**config.mk**
```make
export PLATFORM = sky130hd
export DESIGN_NAME = sysTop
export DESIGN_NICKNAME = d
export VERILOG_FILES = /design/src/sysPkg.sv /design/src/usiBusIf.sv /design/src/usiBus.sv /design/src/gpioCsr.sv /design/src/videoCsr.sv /design/src/videoTiming.sv /design/src/sysTop.sv
export VERILOG_INCLUDE_DIRS = /design/src /design/src/src
export SDC_FILE = /design/constraint.sdc
export NUM_CORES = 1
export LEC_CHECK = 0
export BUFFER_PORTS_ARGS = -buffer_cell sky130_fd_sc_hd__buf_4
export CAP_MARGIN = 20
export CORE_MARGIN = 8
export CORE_UTILIZATION = 28
export DETAILED_ROUTE_END_ITERATION = 16
export HOLD_SLACK_MARGIN = 0.1
export PLACE_DENSITY_LB_ADDON = 0.1
export SLEW_MARGIN = 40
export SYNTH_ARGS = -nofsm -noshare
export SYNTH_HDL_FRONTEND = slang
export SYNTH_SLANG_ARGS = --single-unit
```
**constraint.sdc**
```tcl
create_clock -name iSysClk -period 2.14 [get_ports iSysClk]
set_input_delay 0.214 -clock iSysClk [delete_from_list [all_inputs] [get_ports iSysClk]]
set_output_delay 0.214 -clock iSysClk [all_outputs]
set_load 0.03 [all_outputs]
```
**src/sys_macros.svh**
```systemverilog
/*
 * System register bus and video timing constants
 * Bus widths, address field positions, block numbers and TFT defaults
 */
`ifndef SYS_MACROS_SVH
`define SYS_MACROS_SVH

// --------------------------------------------------
// Bus widths and address fields
// --------------------------------------------------
`define USI_DATA_WIDTH      32
`define BUS_ADRS_WIDTH      32
`define BLOCK_ADRS_WIDTH    4
`define BLOCK_ADRS_LSB      16
`define CSR_ADRS_WIDTH      16
`define CSR_ADRS_LSB        0

// Block numbers on the register bus
`define BLK_GPIO            4'd1
`define BLK_VIDEO           4'd4

// GPIO field width
`define LED_WIDTH           2

// --------------------------------------------------
// Video register widths and default timing
// --------------------------------------------------
`define H_DISPLAY_WIDTH     11
`define H_PORCH_WIDTH       7
`define V_DISPLAY_WIDTH     11
`define V_PORCH_WIDTH       5
`define COLOR_WIDTH         4

// 480x272 panel
`define H_DISPLAY_DEFAULT   480
`define H_FRONT_DEFAULT     8
`define H_BACK_DEFAULT      43
`define H_PULSE_DEFAULT     30
`define V_DISPLAY_DEFAULT   272
`define V_FRONT_DEFAULT     12
`define V_BACK_DEFAULT      4
`define V_PULSE_DEFAULT     10

`endif

```
**src/sysPkg.sv**
```systemverilog
/*
 * System package
 * Block numbers, register offsets, sync phases and the video timing set
 */
`include "sys_macros.svh"

package sysPkg;

	// Block field of the bus address
	typedef enum logic [`BLOCK_ADRS_WIDTH-1:0]
	{
		blkGpio  = `BLK_GPIO,
		blkVideo = `BLK_VIDEO
	} blockIdE;

	// GPIO register offsets
	typedef enum logic [`CSR_ADRS_WIDTH-1:0]
	{
		gpioLed = 'd0,
		gpioRgb = 'd1
	} gpioRegE;

	// Video register offsets
	typedef enum logic [`CSR_ADRS_WIDTH-1:0]
	{
		vidCtrl     = 'd0,
		vidHDisplay = 'd1,
		vidHFront   = 'd2,
		vidHBack    = 'd3,
		vidHPulse   = 'd4,
		vidVDisplay = 'd5,
		vidVFront   = 'd6,
		vidVBack    = 'd7,
		vidVPulse   = 'd8,
		vidFill     = 'd9
	} videoRegE;

	// Position within a line or a frame
	typedef enum logic [1:0]
	{
		phPulse,
		phBack,
		phActive,
		phFront
	} syncPhaseE;

	// Fill colour is R in the top nibble, then G, then B
	typedef struct packed
	{
		logic [`H_DISPLAY_WIDTH-1:0]  hDisplay;
		logic [`H_PORCH_WIDTH-1:0]    hFront;
		logic [`H_PORCH_WIDTH-1:0]    hBack;
		logic [`H_PORCH_WIDTH-1:0]    hPulse;
		logic [`V_DISPLAY_WIDTH-1:0]  vDisplay;
		logic [`V_PORCH_WIDTH-1:0]    vFront;
		logic [`V_PORCH_WIDTH-1:0]    vBack;
		logic [`V_PORCH_WIDTH-1:0]    vPulse;
		logic                         enable;
		logic [3*`COLOR_WIDTH-1:0]    fill;
	} videoTimingT;

endpackage

```
**src/usiBusIf.sv**
```systemverilog
/*
 * Register bus link from the bus core to one slave block
 * Carries the qualified strobes, write data and offset, and the read return
 */
`timescale 1ns/1ps
`include "sys_macros.svh"

interface usiBusIf;

	logic [`USI_DATA_WIDTH-1:0] wd;
	logic [`CSR_ADRS_WIDTH-1:0] offset;
	logic                       wEd;
	logic                       rEd;
	logic [`USI_DATA_WIDTH-1:0] rd;
	logic                       rdValid;

	modport master (output wd, offset, wEd, rEd, input rd, rdValid);

	// Slave sees only its own offset, never the block field
	modport slave (input wd, offset, wEd, rEd, output rd, rdValid);

endinterface

```
**src/usiBus.sv**
```systemverilog
/*
 * Register bus core
 * Registers each master request, decodes the block field into one slave
 * strobe and merges the slave returns. Reads of unmapped blocks get a
 * zero result with the same latency as a mapped read.
 */
`timescale 1ns/1ps
`include "sys_macros.svh"

module usiBus
(
	input  logic                       iSysClk,
	input  logic                       rstN,
	input  logic [`BUS_ADRS_WIDTH-1:0] busAdrs,
	input  logic [`USI_DATA_WIDTH-1:0] busWd,
	input  logic                       busWEd,
	input  logic                       busREd,
	output logic [`USI_DATA_WIDTH-1:0] busRd,
	output logic                       busRdValid,
	usiBusIf.master                    gpioBus,
	usiBusIf.master                    videoBus
);

	logic [`BLOCK_ADRS_WIDTH-1:0] reqBlock;
	logic [`CSR_ADRS_WIDTH-1:0]   reqOffset;
	logic [`USI_DATA_WIDTH-1:0]   reqWd;
	logic                         reqWEd;
	logic                         reqREd;
	logic                         hitGpio;
	logic                         hitVideo;
	logic                         unmappedRdValid;

	// --------------------------------------------------
	// Request register
	// --------------------------------------------------
	always_ff @(posedge iSysClk)
	begin
		if (!rstN)
		begin
			reqWEd <= 1'b0;
			reqREd <= 1'b0;
		end
		else
		begin
			reqWEd <= busWEd;
			// Write wins over a read in the same cycle
			reqREd <= busREd & ~busWEd;
		end
	end

	always_ff @(posedge iSysClk)
	begin
		reqBlock  <= busAdrs[`BLOCK_ADRS_LSB +: `BLOCK_ADRS_WIDTH];
		reqOffset <= busAdrs[`CSR_ADRS_LSB +: `CSR_ADRS_WIDTH];
		reqWd     <= busWd;
	end

	// --------------------------------------------------
	// Block decode and slave strobes
	// --------------------------------------------------
	assign hitGpio  = (reqBlock == sysPkg::blkGpio);
	assign hitVideo = (reqBlock == sysPkg::blkVideo);

	assign gpioBus.wd      = reqWd;
	assign gpioBus.offset  = reqOffset;
	assign gpioBus.wEd     = reqWEd & hitGpio;
	assign gpioBus.rEd     = reqREd & hitGpio;

	assign videoBus.wd     = reqWd;
	assign videoBus.offset = reqOffset;
	assign videoBus.wEd    = reqWEd & hitVideo;
	assign videoBus.rEd    = reqREd & hitVideo;

	// Stand in for a slave on unmapped reads, one cycle later like a slave
	always_ff @(posedge iSysClk)
	begin
		if (!rstN)
			unmappedRdValid <= 1'b0;
		else
			unmappedRdValid <= reqREd & ~(hitGpio | hitVideo);
	end

	// Idle slaves return zero, so an OR is enough to merge
	assign busRd      = gpioBus.rd | videoBus.rd;
	assign busRdValid = gpioBus.rdValid | videoBus.rdValid | unmappedRdValid;

endmodule

```
**src/gpioCsr.sv**
```systemverilog
/*
 * GPIO register block
 * Two LED bits and an RGB LED, both readable over the register bus
 */
`timescale 1ns/1ps
`include "sys_macros.svh"

module gpioCsr
(
	input  logic                  iSysClk,
	input  logic                  rstN,
	usiBusIf.slave                bus,
	output logic [`LED_WIDTH-1:0] led,
	output logic                  ledR,
	output logic                  ledG,
	output logic                  ledB
);

	logic [`LED_WIDTH-1:0]      ledReg;
	// R, G, B from bit 2 down
	logic [2:0]                 rgbReg;
	logic [`USI_DATA_WIDTH-1:0] rdData;

	always_ff @(posedge iSysClk)
	begin
		if (!rstN)
		begin
			ledReg <= '0;
			rgbReg <= '0;
		end
		else if (bus.wEd)
		begin
			case (bus.offset)
				sysPkg::gpioLed: ledReg <= bus.wd[`LED_WIDTH-1:0];
				sysPkg::gpioRgb: rgbReg <= bus.wd[2:0];
				default: ;
			endcase
		end
	end

	// Readback, upper bits read as zero
	always_comb
	begin
		rdData = '0;
		case (bus.offset)
			sysPkg::gpioLed: rdData[`LED_WIDTH-1:0] = ledReg;
			sysPkg::gpioRgb: rdData[2:0] = rgbReg;
			default: ;
		endcase
	end

	always_ff @(posedge iSysClk)
	begin
		if (!rstN)
		begin
			bus.rdValid <= 1'b0;
			bus.rd      <= '0;
		end
		else
		begin
			bus.rdValid <= bus.rEd;
			bus.rd      <= bus.rEd ? rdData : '0;
		end
	end

	assign led  = ledReg;
	assign ledR = rgbReg[2];
	assign ledG = rgbReg[1];
	assign ledB = rgbReg[0];

endmodule

```
**src/videoCsr.sv**
```systemverilog
/*
 * Video transmit register block
 * TFT timing, enable, backlight and fill colour, readable over the bus
 * and presented to the timing generator as one timing set
 */
`timescale 1ns/1ps
`include "sys_macros.svh"

module videoCsr
(
	input  logic               iSysClk,
	input  logic               rstN,
	usiBusIf.slave             bus,
	output sysPkg::videoTimingT timing,
	output logic               tftBackLight
);

	sysPkg::videoTimingT        timingReg;
	logic                       backLight;
	logic [`USI_DATA_WIDTH-1:0] rdData;

	// --------------------------------------------------
	// Register writes
	// --------------------------------------------------
	always_ff @(posedge iSysClk)
	begin
		if (!rstN)
		begin
			timingReg.hDisplay <= `H_DISPLAY_DEFAULT;
			timingReg.hFront   <= `H_FRONT_DEFAULT;
			timingReg.hBack    <= `H_BACK_DEFAULT;
			timingReg.hPulse   <= `H_PULSE_DEFAULT;
			timingReg.vDisplay <= `V_DISPLAY_DEFAULT;
			timingReg.vFront   <= `V_FRONT_DEFAULT;
			timingReg.vBack    <= `V_BACK_DEFAULT;
			timingReg.vPulse   <= `V_PULSE_DEFAULT;
			timingReg.enable   <= 1'b0;
			timingReg.fill     <= '0;
			backLight          <= 1'b0;
		end
		else if (bus.wEd)
		begin
			case (bus.offset)
				sysPkg::vidCtrl:
				begin
					timingReg.enable <= bus.wd[0];
					backLight        <= bus.wd[1];
				end
				sysPkg::vidHDisplay: timingReg.hDisplay <= bus.wd[`H_DISPLAY_WIDTH-1:0];
				sysPkg::vidHFront:   timingReg.hFront   <= bus.wd[`H_PORCH_WIDTH-1:0];
				sysPkg::vidHBack:    timingReg.hBack    <= bus.wd[`H_PORCH_WIDTH-1:0];
				sysPkg::vidHPulse:   timingReg.hPulse   <= bus.wd[`H_PORCH_WIDTH-1:0];
				sysPkg::vidVDisplay: timingReg.vDisplay <= bus.wd[`V_DISPLAY_WIDTH-1:0];
				sysPkg::vidVFront:   timingReg.vFront   <= bus.wd[`V_PORCH_WIDTH-1:0];
				sysPkg::vidVBack:    timingReg.vBack    <= bus.wd[`V_PORCH_WIDTH-1:0];
				sysPkg::vidVPulse:   timingReg.vPulse   <= bus.wd[`V_PORCH_WIDTH-1:0];
				sysPkg::vidFill:     timingReg.fill     <= bus.wd[3*`COLOR_WIDTH-1:0];
				default: ;
			endcase
		end
	end

	// --------------------------------------------------
	// Readback
	// --------------------------------------------------
	always_comb
	begin
		rdData = '0;
		case (bus.offset)
			sysPkg::vidCtrl:     rdData[1:0] = {backLight, timingReg.enable};
			sysPkg::vidHDisplay: rdData[`H_DISPLAY_WIDTH-1:0] = timingReg.hDisplay;
			sysPkg::vidHFront:   rdData[`H_PORCH_WIDTH-1:0] = timingReg.hFront;
			sysPkg::vidHBack:    rdData[`H_PORCH_WIDTH-1:0] = timingReg.hBack;
			sysPkg::vidHPulse:   rdData[`H_PORCH_WIDTH-1:0] = timingReg.hPulse;
			sysPkg::vidVDisplay: rdData[`V_DISPLAY_WIDTH-1:0] = timingReg.vDisplay;
			sysPkg::vidVFront:   rdData[`V_PORCH_WIDTH-1:0] = timingReg.vFront;
			sysPkg::vidVBack:    rdData[`V_PORCH_WIDTH-1:0] = timingReg.vBack;
			sysPkg::vidVPulse:   rdData[`V_PORCH_WIDTH-1:0] = timingReg.vPulse;
			sysPkg::vidFill:     rdData[3*`COLOR_WIDTH-1:0] = timingReg.fill;
			default: ;
		endcase
	end

	always_ff @(posedge iSysClk)
	begin
		if (!rstN)
		begin
			bus.rdValid <= 1'b0;
			bus.rd      <= '0;
		end
		else
		begin
			bus.rdValid <= bus.rEd;
			bus.rd      <= bus.rEd ? rdData : '0;
		end
	end

	assign timing       = timingReg;
	assign tftBackLight = backLight;

endmodule

```
**src/videoTiming.sv**
```systemverilog
/*
 * TFT timing generator
 * Horizontal and vertical phase counters give hsync, vsync, data enable
 * and a fill colour, one pixel per system clock
 */
`timescale 1ns/1ps
`include "sys_macros.svh"

module videoTiming
(
	input  logic                    iSysClk,
	input  logic                    rstN,
	input  sysPkg::videoTimingT     timing,
	output logic                    tftHSync,
	output logic                    tftVSync,
	output logic                    tftDe,
	output logic [`COLOR_WIDTH-1:0] tftColorR,
	output logic [`COLOR_WIDTH-1:0] tftColorG,
	output logic [`COLOR_WIDTH-1:0] tftColorB
);

	localparam int hCntW = `H_DISPLAY_WIDTH;
	localparam int vCntW = `V_DISPLAY_WIDTH;

	sysPkg::syncPhaseE         hPhase;
	sysPkg::syncPhaseE         vPhase;
	logic [hCntW-1:0]          hCount;
	logic [vCntW-1:0]          vCount;
	logic                      running;
	logic                      active;
	logic                      hLast;
	logic                      vLast;
	logic                      lineEnd;
	logic                      deNext;
	logic [3*`COLOR_WIDTH-1:0] colorQ;

	assign active  = running & timing.enable;
	assign hLast   = (hCount == hCntW'(1));
	assign vLast   = (vCount == vCntW'(1));
	assign lineEnd = (hPhase == sysPkg::phFront) && hLast;

	// --------------------------------------------------
	// Horizontal phase, restarts at pixel 0 on enable
	// --------------------------------------------------
	always_ff @(posedge iSysClk)
	begin
		if (!rstN)
		begin
			running <= 1'b0;
			hPhase  <= sysPkg::phPulse;
			hCount  <= '0;
		end
		else if (!timing.enable)
			running <= 1'b0;
		else if (!running)
		begin
			running <= 1'b1;
			hPhase  <= sysPkg::phPulse;
			hCount  <= hCntW'(timing.hPulse);
		end
		else if (hLast)
		begin
			case (hPhase)
				sysPkg::phPulse:
				begin
					hPhase <= sysPkg::phBack;
					hCount <= hCntW'(timing.hBack);
				end
				sysPkg::phBack:
				begin
					hPhase <= sysPkg::phActive;
					hCount <= timing.hDisplay;
				end
				sysPkg::phActive:
				begin
					hPhase <= sysPkg::phFront;
					hCount <= hCntW'(timing.hFront);
				end
				sysPkg::phFront:
				begin
					hPhase <= sysPkg::phPulse;
					hCount <= hCntW'(timing.hPulse);
				end
			endcase
		end
		else
			hCount <= hCount - 1'b1;
	end

	// Vertical phase counts lines, steps at the end of each front porch
	always_ff @(posedge iSysClk)
	begin
		if (!rstN)
		begin
			vPhase <= sysPkg::phPulse;
			vCount <= '0;
		end
		else if (timing.enable && !running)
		begin
			vPhase <= sysPkg::phPulse;
			vCount <= vCntW'(timing.vPulse);
		end
		else if (active && lineEnd)
		begin
			if (vLast)
			begin
				case (vPhase)
					sysPkg::phPulse:
					begin
						vPhase <= sysPkg::phBack;
						vCount <= vCntW'(timing.vBack);
					end
					sysPkg::phBack:
					begin
						vPhase <= sysPkg::phActive;
						vCount <= timing.vDisplay;
					end
					sysPkg::phActive:
					begin
						vPhase <= sysPkg::phFront;
						vCount <= vCntW'(timing.vFront);
					end
					sysPkg::phFront:
					begin
						vPhase <= sysPkg::phPulse;
						vCount <= vCntW'(timing.vPulse);
					end
				endcase
			end
			else
				vCount <= vCount - 1'b1;
		end
	end

	// --------------------------------------------------
	// Output register, syncs are active low
	// --------------------------------------------------
	assign deNext = active && (hPhase == sysPkg::phActive) && (vPhase == sysPkg::phActive);

	always_ff @(posedge iSysClk)
	begin
		if (!rstN)
		begin
			tftHSync <= 1'b1;
			tftVSync <= 1'b1;
			tftDe    <= 1'b0;
			colorQ   <= '0;
		end
		else
		begin
			tftHSync <= !(active && (hPhase == sysPkg::phPulse));
			tftVSync <= !(active && (vPhase == sysPkg::phPulse));
			tftDe    <= deNext;
			colorQ   <= deNext ? timing.fill : '0;
		end
	end

	assign tftColorR = colorQ[3*`COLOR_WIDTH-1 -: `COLOR_WIDTH];
	assign tftColorG = colorQ[2*`COLOR_WIDTH-1 -: `COLOR_WIDTH];
	assign tftColorB = colorQ[`COLOR_WIDTH-1:0];

endmodule

```
**src/sysTop.sv**
```systemverilog
/*
 * System top
 * External bus master port to the register bus, GPIO block and
 * video transmit block with its timing generator
 */
`timescale 1ns/1ps
`include "sys_macros.svh"

module sysTop
(
	input  logic                       iSysClk,
	input  logic                       rstN,
	input  logic [`BUS_ADRS_WIDTH-1:0] busAdrs,
	input  logic [`USI_DATA_WIDTH-1:0] busWd,
	input  logic                       busWEd,
	input  logic                       busREd,
	output logic [`USI_DATA_WIDTH-1:0] busRd,
	output logic                       busRdValid,
	output logic [`LED_WIDTH-1:0]      led,
	output logic                       ledR,
	output logic                       ledG,
	output logic                       ledB,
	output logic [`COLOR_WIDTH-1:0]    tftColorR,
	output logic [`COLOR_WIDTH-1:0]    tftColorG,
	output logic [`COLOR_WIDTH-1:0]    tftColorB,
	output logic                       tftHSync,
	output logic                       tftVSync,
	output logic                       tftDe,
	output logic                       tftBackLight
);

	usiBusIf             gpioBus ();
	usiBusIf             videoBus ();
	sysPkg::videoTimingT timing;

	// --------------------------------------------------
	// Register bus
	// --------------------------------------------------
	usiBus busCore (
		.iSysClk    (iSysClk),
		.rstN       (rstN),
		.busAdrs    (busAdrs),
		.busWd      (busWd),
		.busWEd     (busWEd),
		.busREd     (busREd),
		.busRd      (busRd),
		.busRdValid (busRdValid),
		.gpioBus    (gpioBus.master),
		.videoBus   (videoBus.master)
	);

	// Block 1
	gpioCsr gpioRegs (
		.iSysClk (iSysClk),
		.rstN    (rstN),
		.bus     (gpioBus.slave),
		.led     (led),
		.ledR    (ledR),
		.ledG    (ledG),
		.ledB    (ledB)
	);

	// --------------------------------------------------
	// Video transmit, block 4
	// --------------------------------------------------
	videoCsr videoRegs (
		.iSysClk      (iSysClk),
		.rstN         (rstN),
		.bus          (videoBus.slave),
		.timing       (timing),
		.tftBackLight (tftBackLight)
	);

	videoTiming videoGen (
		.iSysClk   (iSysClk),
		.rstN      (rstN),
		.timing    (timing),
		.tftHSync  (tftHSync),
		.tftVSync  (tftVSync),
		.tftDe     (tftDe),
		.tftColorR (tftColorR),
		.tftColorG (tftColorG),
		.tftColorB (tftColorB)
	);

endmodule

```
==> results.md, run 1 <==
Timing:
- In the final timing run, aggregate negative setup slack is 0 ns.
- The max-slew violation total from the final report came to 0.
- The worst path uses between 90% and 100% of the clock period.
- Setup repair after global routing left no endpoint under its margin.
- The remaining max-slew budget at the tightest pin is a little over 60%.
- Setup violations remaining at the end of the flow were counted as 0.
- The final worst clock skew is between 0.015 and 0.02 ns.
- The final hold violation count is 0.
- At the pin with the least slew margin, the transition time is approximately 0.57 ns.
- After layout, the minimum clock period comes to about 2 ns.
- The maximum clock frequency is just under 500 MHz.

Pwr:
- The worst-case vdd ir drop is approximately 0.48 mV.
- In this run the static leakage power is slightly below 4 nW.
- Power spread over the standard cell area amounts to between 600 and 700 nW/um2.

Critical path:
- The critical path is of the reg -> reg type.
- STA puts the critical path data arrival time at between 2 and 2.5 ns.
- The critical path startpoint is busCore.gpioBus.offset[15]$_DFF_P_.
- The worst register-to-register path begins at busCore.gpioBus.offset[15]$_DFF_P_.
- The standard cell with the maximum stage delay on the critical path is sky130_fd_sc_hd__or4_4.
- The critical path goes through or4_4 > nor4_4 > buf_6 > buf_12 > and3_1 > mux2i_1 > nor2_1.
- For flop-to-flop paths, the worst setup slack is about 0.099 ns.
- The startpoint class of the critical path is a flip-flop.
- The data required time of the worst path is ~2.5 ns.
- The largest fanout of any net on the critical path is 4.
- STA classifies the critical path endpoint as a flip-flop.
- The endpoint identified for the worst register-to-register timing path is videoRegs.timing[12]$_SDFFE_PN0P_.
- The end of the critical path is videoRegs.timing[12]$_SDFFE_PN0P_.
- The delay of the slowest critical-path stage is 0.59 ns.
- The worst reg-to-reg path cell count is 7.

Floorplan:
- The boundary pin count is around 120.
- The area of the die is about 33000 um2.
- The die is between 150 and 200 um tall.
- The number of cell rows is 60.
- The initial utilization of the core area, before any placement, comes to between 20% and 30%.
- The area of the core region is about 27000 um2.
- The die width is approximately 180 um.

Global routing:
- The largest net degree at the start of global routing is 35.
- The via count of the first global-routing pass is between 6000 and 7000.
- The sum of overflow across all layers after global routing is 0.
- The overall fraction of global-route tracks in use is roughly 15%.
- The initial antenna violation count came to 0.
- The global-route wire length before repair is roughly 39000 um.

Routing:
- After detailed routing, the average wire length per cell comes to between 15 and 20 um.
- The number of DRC markers after the initial detailed-route iteration is around 470.
- The total via count in the routed design is around 6500.
- The total wirelength of the detailed-routed design is approximately 25000 um.
- The number of nets with antenna violations after routing is 0.
- After detailed routing, the number of remaining DRC violations is 0.
- The number of iterations in the first detailed-routing pass is 5.
- The via density per instance is ~4.9.

Synth:
- For this run, asynchronously set or reset flops after synthesis account for 0%.
- Summing the areas of all fa, ha and maj instances in the mapped netlist gives ~2.3% of the synthesized area.
- Counting distinct cell types in the post-synthesis netlist gives 73.
- The compound-gate portion of the synthesized area is 15.2%.
- Counting flops with a built-in enable in the synthesized netlist gives 0.
- The combinational family with the most area after synthesis is simple AND/OR/NAND/NOR gates.
- The number of register bits inferred by synthesis is 171.
- The proportion of synthesized chip area in sequential cells is roughly 45%.
- Among all flip-flop cells after synthesis, the most frequent one is sky130_fd_sc_hd__dfxtp_1.
- The Yosys warning count is 0.
- Counting every instance in the synthesized netlist gives about 840.
- In this run the cell area of the synthesized design comes to 7680 um2.
- The area share of xor/xnor cells in the synthesized design is less than 1%.
- Dividing the synthesized area by the synthesized cell count gives about 9.2 um2.
- The portion of synthesized area spent on multiplexers is ~7.7%.
- Of the total synthesized cell area, the portion taken by AND, OR, NAND and NOR gates is a little over a fifth.

Worst hold path:
- The classification of the worst-slack hold path is in -> reg.
- The origin of the worst min-delay path is rstN.

Layout:
- The leading cell type in the layout, fill and taps excluded is sky130_fd_sc_hd__dfxtp_1.
- The footprint of the multi-input gates is 3760 um2.
- Fill cells in the final layout number between 2000 and 3000.
- In the final layout, the share of cells above drive strength 1 is a little under a quarter.
- The repair_antennas step left the layout with diodes totalling 0.
- The sequential cells in the finished layout cover a total of 3420 um2.
- The final cell count without fillers is 1319.
- The area growth from synthesis to layout is 26.6%.
- Once layout is complete, the utilization of the core stands at between 30% and 40%.
- The library cells used most frequently in the layout, excluding fill and tap cells, are sky130_fd_sc_hd__dfxtp_1 (171), sky130_fd_sc_hd__buf_4 (128), sky130_fd_sc_hd__nand2_1 (118).
- After the last flow step, the layout net total stands at 1047.

Clocking:
- The cell chosen for the clock root is sky130_fd_sc_hd__clkbuf_16.
- The H-tree was split into 4 levels.
- The worst-case clock buffer depth is 2.
- The clock latency reported for the late side of the worst-skew pair is 0.44 ns.
- After clock tree synthesis, the clock-pin slew on the worst setup and hold paths is about 0.080 ns.
- The number of clock sinks seen by CTS is between 150 and 200.
- TritonCTS built the clock tree.
- Clock tree synthesis inserted a total of 17 buffers.

Placement:
- The HPWL after detailed placement is ~18000 um.
- The number of buffer cells added on primary ports is between 60 and 70.
- Once placement completed, the tool counted placed cells totaling approximately 1300.
- The global placer's final weighted congestion is approximately 0.82.

Run status:
- The flow ran to the end, and the final reports show no timing, DRC or antenna violations.

Run:
- The count of maximum capacitance violations is 0.
## power by group
group          leakage, nW  internal [mW]  switching (mW)
Clock                0.290           1.60            1.55
Combinational         2.21          0.144           0.182
Sequential            1.39           3.21          0.0433
## worst max-delay path: cells and delay by family (launching register included)
kind / cells / cell delay (ns)
DFF: 1 / 0.32
muxes: 1 / 0.20
and+or+nand+nor: 4 / 1.14
buffers and inverters: 2 / 0.25
## synthesized netlist by cell type, types with 4 or more instances
master | count | area [um2]
sky130_fd_sc_hd__inv_1 | 22 | 82.6
sky130_fd_sc_hd__nor3_1 | 12 | 60.1
sky130_fd_sc_hd__or4_1 | 4 | 30.0
sky130_fd_sc_hd__ha_1 | 14 | 175
sky130_fd_sc_hd__o211ai_1 | 5 | 37.5
sky130_fd_sc_hd__buf_4 | 31 | 233
sky130_fd_sc_hd__a211oi_1 | 4 | 30.0
sky130_fd_sc_hd__nand3b_1 | 4 | 30.0
sky130_fd_sc_hd__xnor2_1 | 7 | 61.3
sky130_fd_sc_hd__a2bb2oi_1 | 5 | 43.8
sky130_fd_sc_hd__a31oi_1 | 8 | 50.1
sky130_fd_sc_hd__a31o_1 | 4 | 35.0
sky130_fd_sc_hd__o21ai_0 | 24 | 120
sky130_fd_sc_hd__a22oi_1 | 6 | 45.0
sky130_fd_sc_hd__nand4_1 | 4 | 25.0
sky130_fd_sc_hd__clkbuf_8 | 7 | 96.3
sky130_fd_sc_hd__a222oi_1 | 9 | 90.1
sky130_fd_sc_hd__nor4_1 | 8 | 50.1
sky130_fd_sc_hd__a22o_1 | 4 | 35.0
sky130_fd_sc_hd__nor2b_1 | 7 | 43.8
sky130_fd_sc_hd__nand4_4 | 4 | 85.1
sky130_fd_sc_hd__nand3_1 | 30 | 150
sky130_fd_sc_hd__and2_1 | 15 | 93.8
sky130_fd_sc_hd__nand2b_1 | 4 | 25.0
sky130_fd_sc_hd__a21oi_1 | 51 | 255
sky130_fd_sc_hd__clkbuf_1 | 34 | 128
sky130_fd_sc_hd__mux4_2 | 5 | 113
sky130_fd_sc_hd__o31ai_1 | 8 | 60.1
sky130_fd_sc_hd__dfxtp_1 | 171 | 3420
sky130_fd_sc_hd__nor2_1 | 73 | 274
sky130_fd_sc_hd__or2_2 | 4 | 25.0
sky130_fd_sc_hd__and3_1 | 7 | 43.8
sky130_fd_sc_hd__a31o_2 | 16 | 140
sky130_fd_sc_hd__nand2_1 | 118 | 443
sky130_fd_sc_hd__mux2i_1 | 39 | 390
sky130_fd_sc_hd__a32oi_1 | 7 | 61.3
sky130_fd_sc_hd__mux2_2 | 8 | 90.1
## flip-flops by register name, indices dropped and copies added (netlist names), 2 cells and up
name                    flops
videoGen.vPhase             2
videoRegs.bus.rd           12
videoGen.hCount            11
busCore.gpioBus.wd         12
videoGen.colorQ            12
gpioRegs.rgbReg             3
busCore.reqBlock            4
videoRegs.timing           71
gpioRegs.led                2
busCore.gpioBus.offset     16
videoGen.vCount            11
videoGen.hPhase             2
gpioRegs.bus.rd             3
## through the flow
stage / total power [mW] / area, um2 / hold slack (ns) / setup slack (ns)
floorplan: 3.52 / 7750 / 0.242 / 0.0608
detailed placement: 3.61 / 8720 / 0.320 / 0.0603
global placement: 3.61 / 8720 / 0.319 / 0.0830
finish: 6.73 / 9720 / 0.133 / 0.0986
CTS: 6.83 / 9650 / 0.119 / 0.0426
global route: 6.99 / 9720 / 0.131 / 0.00154
## routing by layer
layer	GRT usage [%]	vias up	wire length (um)
met5	0	-	0
met1	20.2	3149	11900
met4	3.54	0	212
li1	-	3193	-
met3	2.85	14	1080
met2	24.7	143	11600
## logic make-up (layout without fill, tap and decap cells)
group / Yosys count / in the layout
AO/OA/AOI/OAI: 171 / 171
multiplexers: 52 / 52
AND/OR/NAND/NOR: 319 / 319
flip-flops: 171 / 171
buffers and inverters: 103 / 223
adder cells (fa/ha/maj): 14 / 14
other: 1 / 20
XOR/XNOR: 8 / 8
## cell type report
class | instances | area share (%)
inverters | 22 | 0.850
multi-input cells | 584 | 38.7
flip-flops and latches | 171 | 35.2
clock buffers | 18 | 4.52
clock inverters | 14 | 1.55
well taps | 341 | 4.39
repair buffers | 169 | 14.7
## how the worst min path moves through the flow
| stage | to | slack, ns | cells after the start |
|---|---|---|---|
| 3_3_place_gp | busCore.gpioBus.wd[4]$_DFF_P_ | 0.32 | 1 |
| 6_report | videoRegs.timing[56]$_SDFFE_PN1P_ | 0.13 | 2 |
| 3_5_place_dp | busCore.reqBlock[1]$_DFF_P_ | 0.32 | 1 |
| 2_1_floorplan | busCore.gpioBus.offset[0]$_DFF_P_ | 0.24 | 0 |
| 5_1_grt | videoRegs.timing[56]$_SDFFE_PN1P_ | 0.13 | 2 |
| 4_1_cts | videoRegs.timing[47]$_SDFFE_PN1P_ | 0.12 | 2 |
## timing repair
item	4_1_cts	5_1_grt
hold buffers	34	0
resized for setup	0	7
setup buffers	0	2
setup endpoints to repair	0	15
endpoints found under the hold margin	34	0
No activity file was read; power rests on OpenSTA's default activity.
==> inputs of run 2 (changes only) <==
--- a/config.mk
+++ b/config.mk
@@ -11,6 +11,7 @@
 export CORE_MARGIN = 8
 export CORE_UTILIZATION = 28
 export DETAILED_ROUTE_END_ITERATION = 16
+export GPL_TIMING_DRIVEN = 0
 export HOLD_SLACK_MARGIN = 0.1
 export PLACE_DENSITY_LB_ADDON = 0.1
 export SLEW_MARGIN = 40
==> run 2 against run 1 <==
Critical endpoint is now videoRegs.timing[53]$_SDFFE_PN0P_. Critical path type unchanged. Clock skew increased by 0.0054 ns. Maximum frequency shrank 2.9%. Total power is 2.7% higher. Cell area grew 4.6%. Non-clock buffer count rose by 32. Sequential share of layout area is 1.5 points lower. Die area unchanged. Wire length up 10%.
==> results.md, run 2 (same netlist as run 1, synthesis figures left out) <==
Critical path:
- STA classifies the critical path endpoint as a flip-flop.
- The critical path class is reg -> reg.
- The endpoint of the worst-slack reg-to-reg timing path is videoRegs.timing[53]$_SDFFE_PN0P_.
- The critical path startpoint is busCore.gpioBus.offset[13]$_DFF_P_.
- The setup slack on the worst flop-to-flop path is 0.04 ns.
- The arrival time at the worst endpoint is approximately 2.4 ns.
- Counting cells, the worst reg-to-reg path comes to 6.
- The data required time of the worst path is about 2.5 ns.
- The startpoint class of the critical path is a flip-flop.
- The startpoint of the lowest-slack register-to-register path is busCore.gpioBus.offset[13]$_DFF_P_.
- In this run the worst path has a maximum fanout of 8.
- The end of the critical path is videoRegs.timing[53]$_SDFFE_PN0P_.

Routing:
- In the routed design, unresolved DRC markers number 0.
- The total wirelength of the detailed-routed design is 27300 um.
- After the first detailed-routing iteration, the DRC count stood at around 430.
- The routed length per instance is ~20 um.
- The count of nets left with antenna violations once routing finished came out at 0.
- The total via count in the routed design is 6765.
- The number of iterations in the first detailed-routing pass is 7.
- After detailed routing, the number of vias per cell comes to between 5 and 6.

Placement:
- The HPWL after detailed placement is about 20000 um.
- The post-placement cell area is between 8000 and 9000 um2.
- Including well taps, the total number of placed cells is 1267.
- The pre-CTS worst setup slack is -0.558 ns.
- The number of buffer cells added on primary ports is 68.
- Routability-driven placement finished with a final weighted congestion of about 0.8.

Timing:
- The maximum clock frequency is 476 MHz.
- The final hold violation count is 0.
- The max-slew violation total from the final report is 0.
- Hold is met by around 0.38 ns.
- The setup TNS is 0 ns.
- In the post-route analysis, the smallest setup slack over all paths is roughly 0.038 ns.
- The final worst clock skew is between 0.02 and 0.025 ns.
- The actual slew at the worst max-slew pin is 0.831 ns.
- The clock period minus worst slack is roughly 2.1 ns.
- Setup repair after global routing could not meet its margin everywhere.
- The remaining max-slew budget at the tightest pin is around 45%.
- The final setup violation count is 0.
- The final critical path takes up between 90% and 100% of the cycle.

Worst hold path:
- The classification of the worst-slack hold path is in -> reg.

Layout:
- Cells fill between 30% and 40% of the core in the end.
- The net count of the finished layout is ~1100.
- The library cells used most frequently in the layout, excluding fill and tap cells, are sky130_fd_sc_hd__dfxtp_1 (167), sky130_fd_sc_hd__nand2_1 (115), sky130_fd_sc_hd__buf_4 (114).
- The repair_antennas step left the layout with diodes totalling 0.
- The register with the most flip-flops in the layout has slightly above 70 of them.
- From synthesis to final layout, the design area changed by 32.4%.
- Once layout is complete, the cells apart from fillers number 1352.
- Of the cells placed in the final design, the portion with a size suffix greater than 1 is a little over a quarter.
- The post-route cell area is 10200 um2.
- The leading cell type in the layout, fill and taps excluded is sky130_fd_sc_hd__dfxtp_1.

Global routing:
- The initial antenna violation count was 0.
- The sum of overflow across all layers after global routing is 0.
- The via count of the first global-routing pass is 6785.
- Across every metal layer, demand over resource in global routing totals 16.2%.
- The global-route wire length before repair is between 40000 and 50000 um.
- The largest net degree at the start of global routing is 20.

Pwr:
- Across the VDD grid, the largest voltage drop is ~0.64 mV.
- The total chip power is between 6 and 7 mW.
- The static leakage power is around 4.1 nW.
- Power spread over the standard cell area amounts to 680 nW/um2.

Floorplan:
- The boundary pin count is about 120.
- In this run the vertical extent of the chip is around 180 um.
- The number of cell rows is 60.
- The floorplan step defined a die boundary enclosing between 30000 and 40000 um2.
- The starting density of the core is about 28%.
- The area of the core region is ~27000 um2.
- In this run the horizontal extent of the chip is around 180 um.

Clocking:
- The number of clock sinks seen by CTS is 171.
- The level count of the clock H-tree is 4.
- At the later pin of the worst-skew pair, clock insertion delay measures 0.44 ns.
- The worst-case clock buffer depth is 2.
- The clock transition at the registers of the reported paths is around 0.08 ns.
- TritonCTS built the clock tree.
- The cell chosen for the clock root is sky130_fd_sc_hd__clkbuf_16.
- Buffers inserted during clock tree synthesis total 17.

Run status:
- The run finished with clean final reports.

Run:
- The tool flagged a number of max-cap violations equal to 0.
[run 2: cell count changes in the layout (fill, tap and decap cells not counted), moves of 5 or more]
| cell | delta |
|---|---|
| sky130_fd_sc_hd__clkbuf_1 | +19 |
| sky130_fd_sc_hd__buf_4 | -14 |
| sky130_fd_sc_hd__clkbuf_2 | +8 |
| sky130_fd_sc_hd__nor4_4 | +8 |
| sky130_fd_sc_hd__clkbuf_8 | +6 |
| sky130_fd_sc_hd__buf_2 | +5 |
| sky130_fd_sc_hd__nor4_2 | -5 |
[run 2: how the worst min path moves through the flow]
stage	end	cells after the start	startpoint
2_1_floorplan	busCore.gpioBus.offset[0]$_DFF_P_	0	busAdrs[0]
3_3_place_gp	busCore.reqBlock[2]$_DFF_P_	1	busAdrs[18]
5_1_grt	busCore.reqBlock[0]$_DFF_P_	2	busAdrs[16]
6_report	busCore.unmappedRdValid$_SDFF_PN0_	3	rstN
3_5_place_dp	busCore.reqBlock[0]$_DFF_P_	1	busAdrs[16]
4_1_cts	busCore.unmappedRdValid$_SDFF_PN0_	3	rstN
[run 2: where the power goes]
group          switching (mW)  internal, mW  total, mW
Combinational           0.233         0.172      0.405
Clock                    1.57          1.70       3.27
Sequential             0.0312          3.21       3.25
Total                    1.84          5.08       6.92
[run 2: timing repair]
action	in CTS	in global routing
buffers inserted	11	7
endpoints found under the setup margin	118	70
resized for setup	31	62
pin swaps	4	17
cloned	0	4
hold buffers	34	0
endpoints found under the hold margin	34	0
[run 2: layout make-up]
class	count	area, um2
Clock buffer	17	425
Clock inverter	15	194
Buffer	78	556
Inverter	22	82.6
Sequential cell	171	3430
Multi-Input combinational cell	585	4000
Timing Repair Buffer	123	1050
Fill cell	2779	16800
Tap cell	341	427
[run 2: critical path, cell delays in order (launching register included)]
cell                        delay, ns
sky130_fd_sc_hd__dfxtp_1         0.34
sky130_fd_sc_hd__or4_4           0.60
sky130_fd_sc_hd__nor3_4          0.24
sky130_fd_sc_hd__buf_12          0.16
sky130_fd_sc_hd__nand4_4         0.18
sky130_fd_sc_hd__clkbuf_16       0.24
sky130_fd_sc_hd__a31o_2          0.23
[run 2: routing by layer]
layer  track usage, %  vias to the layer above  part of all wire, %
met3             2.73                       30                  4.4
met2             26.1                      176                   46
met4             4.99                        0                  2.2
met5                0                        -                    0
li1                 -                     3259                    -
met1             21.7                     3300                   48
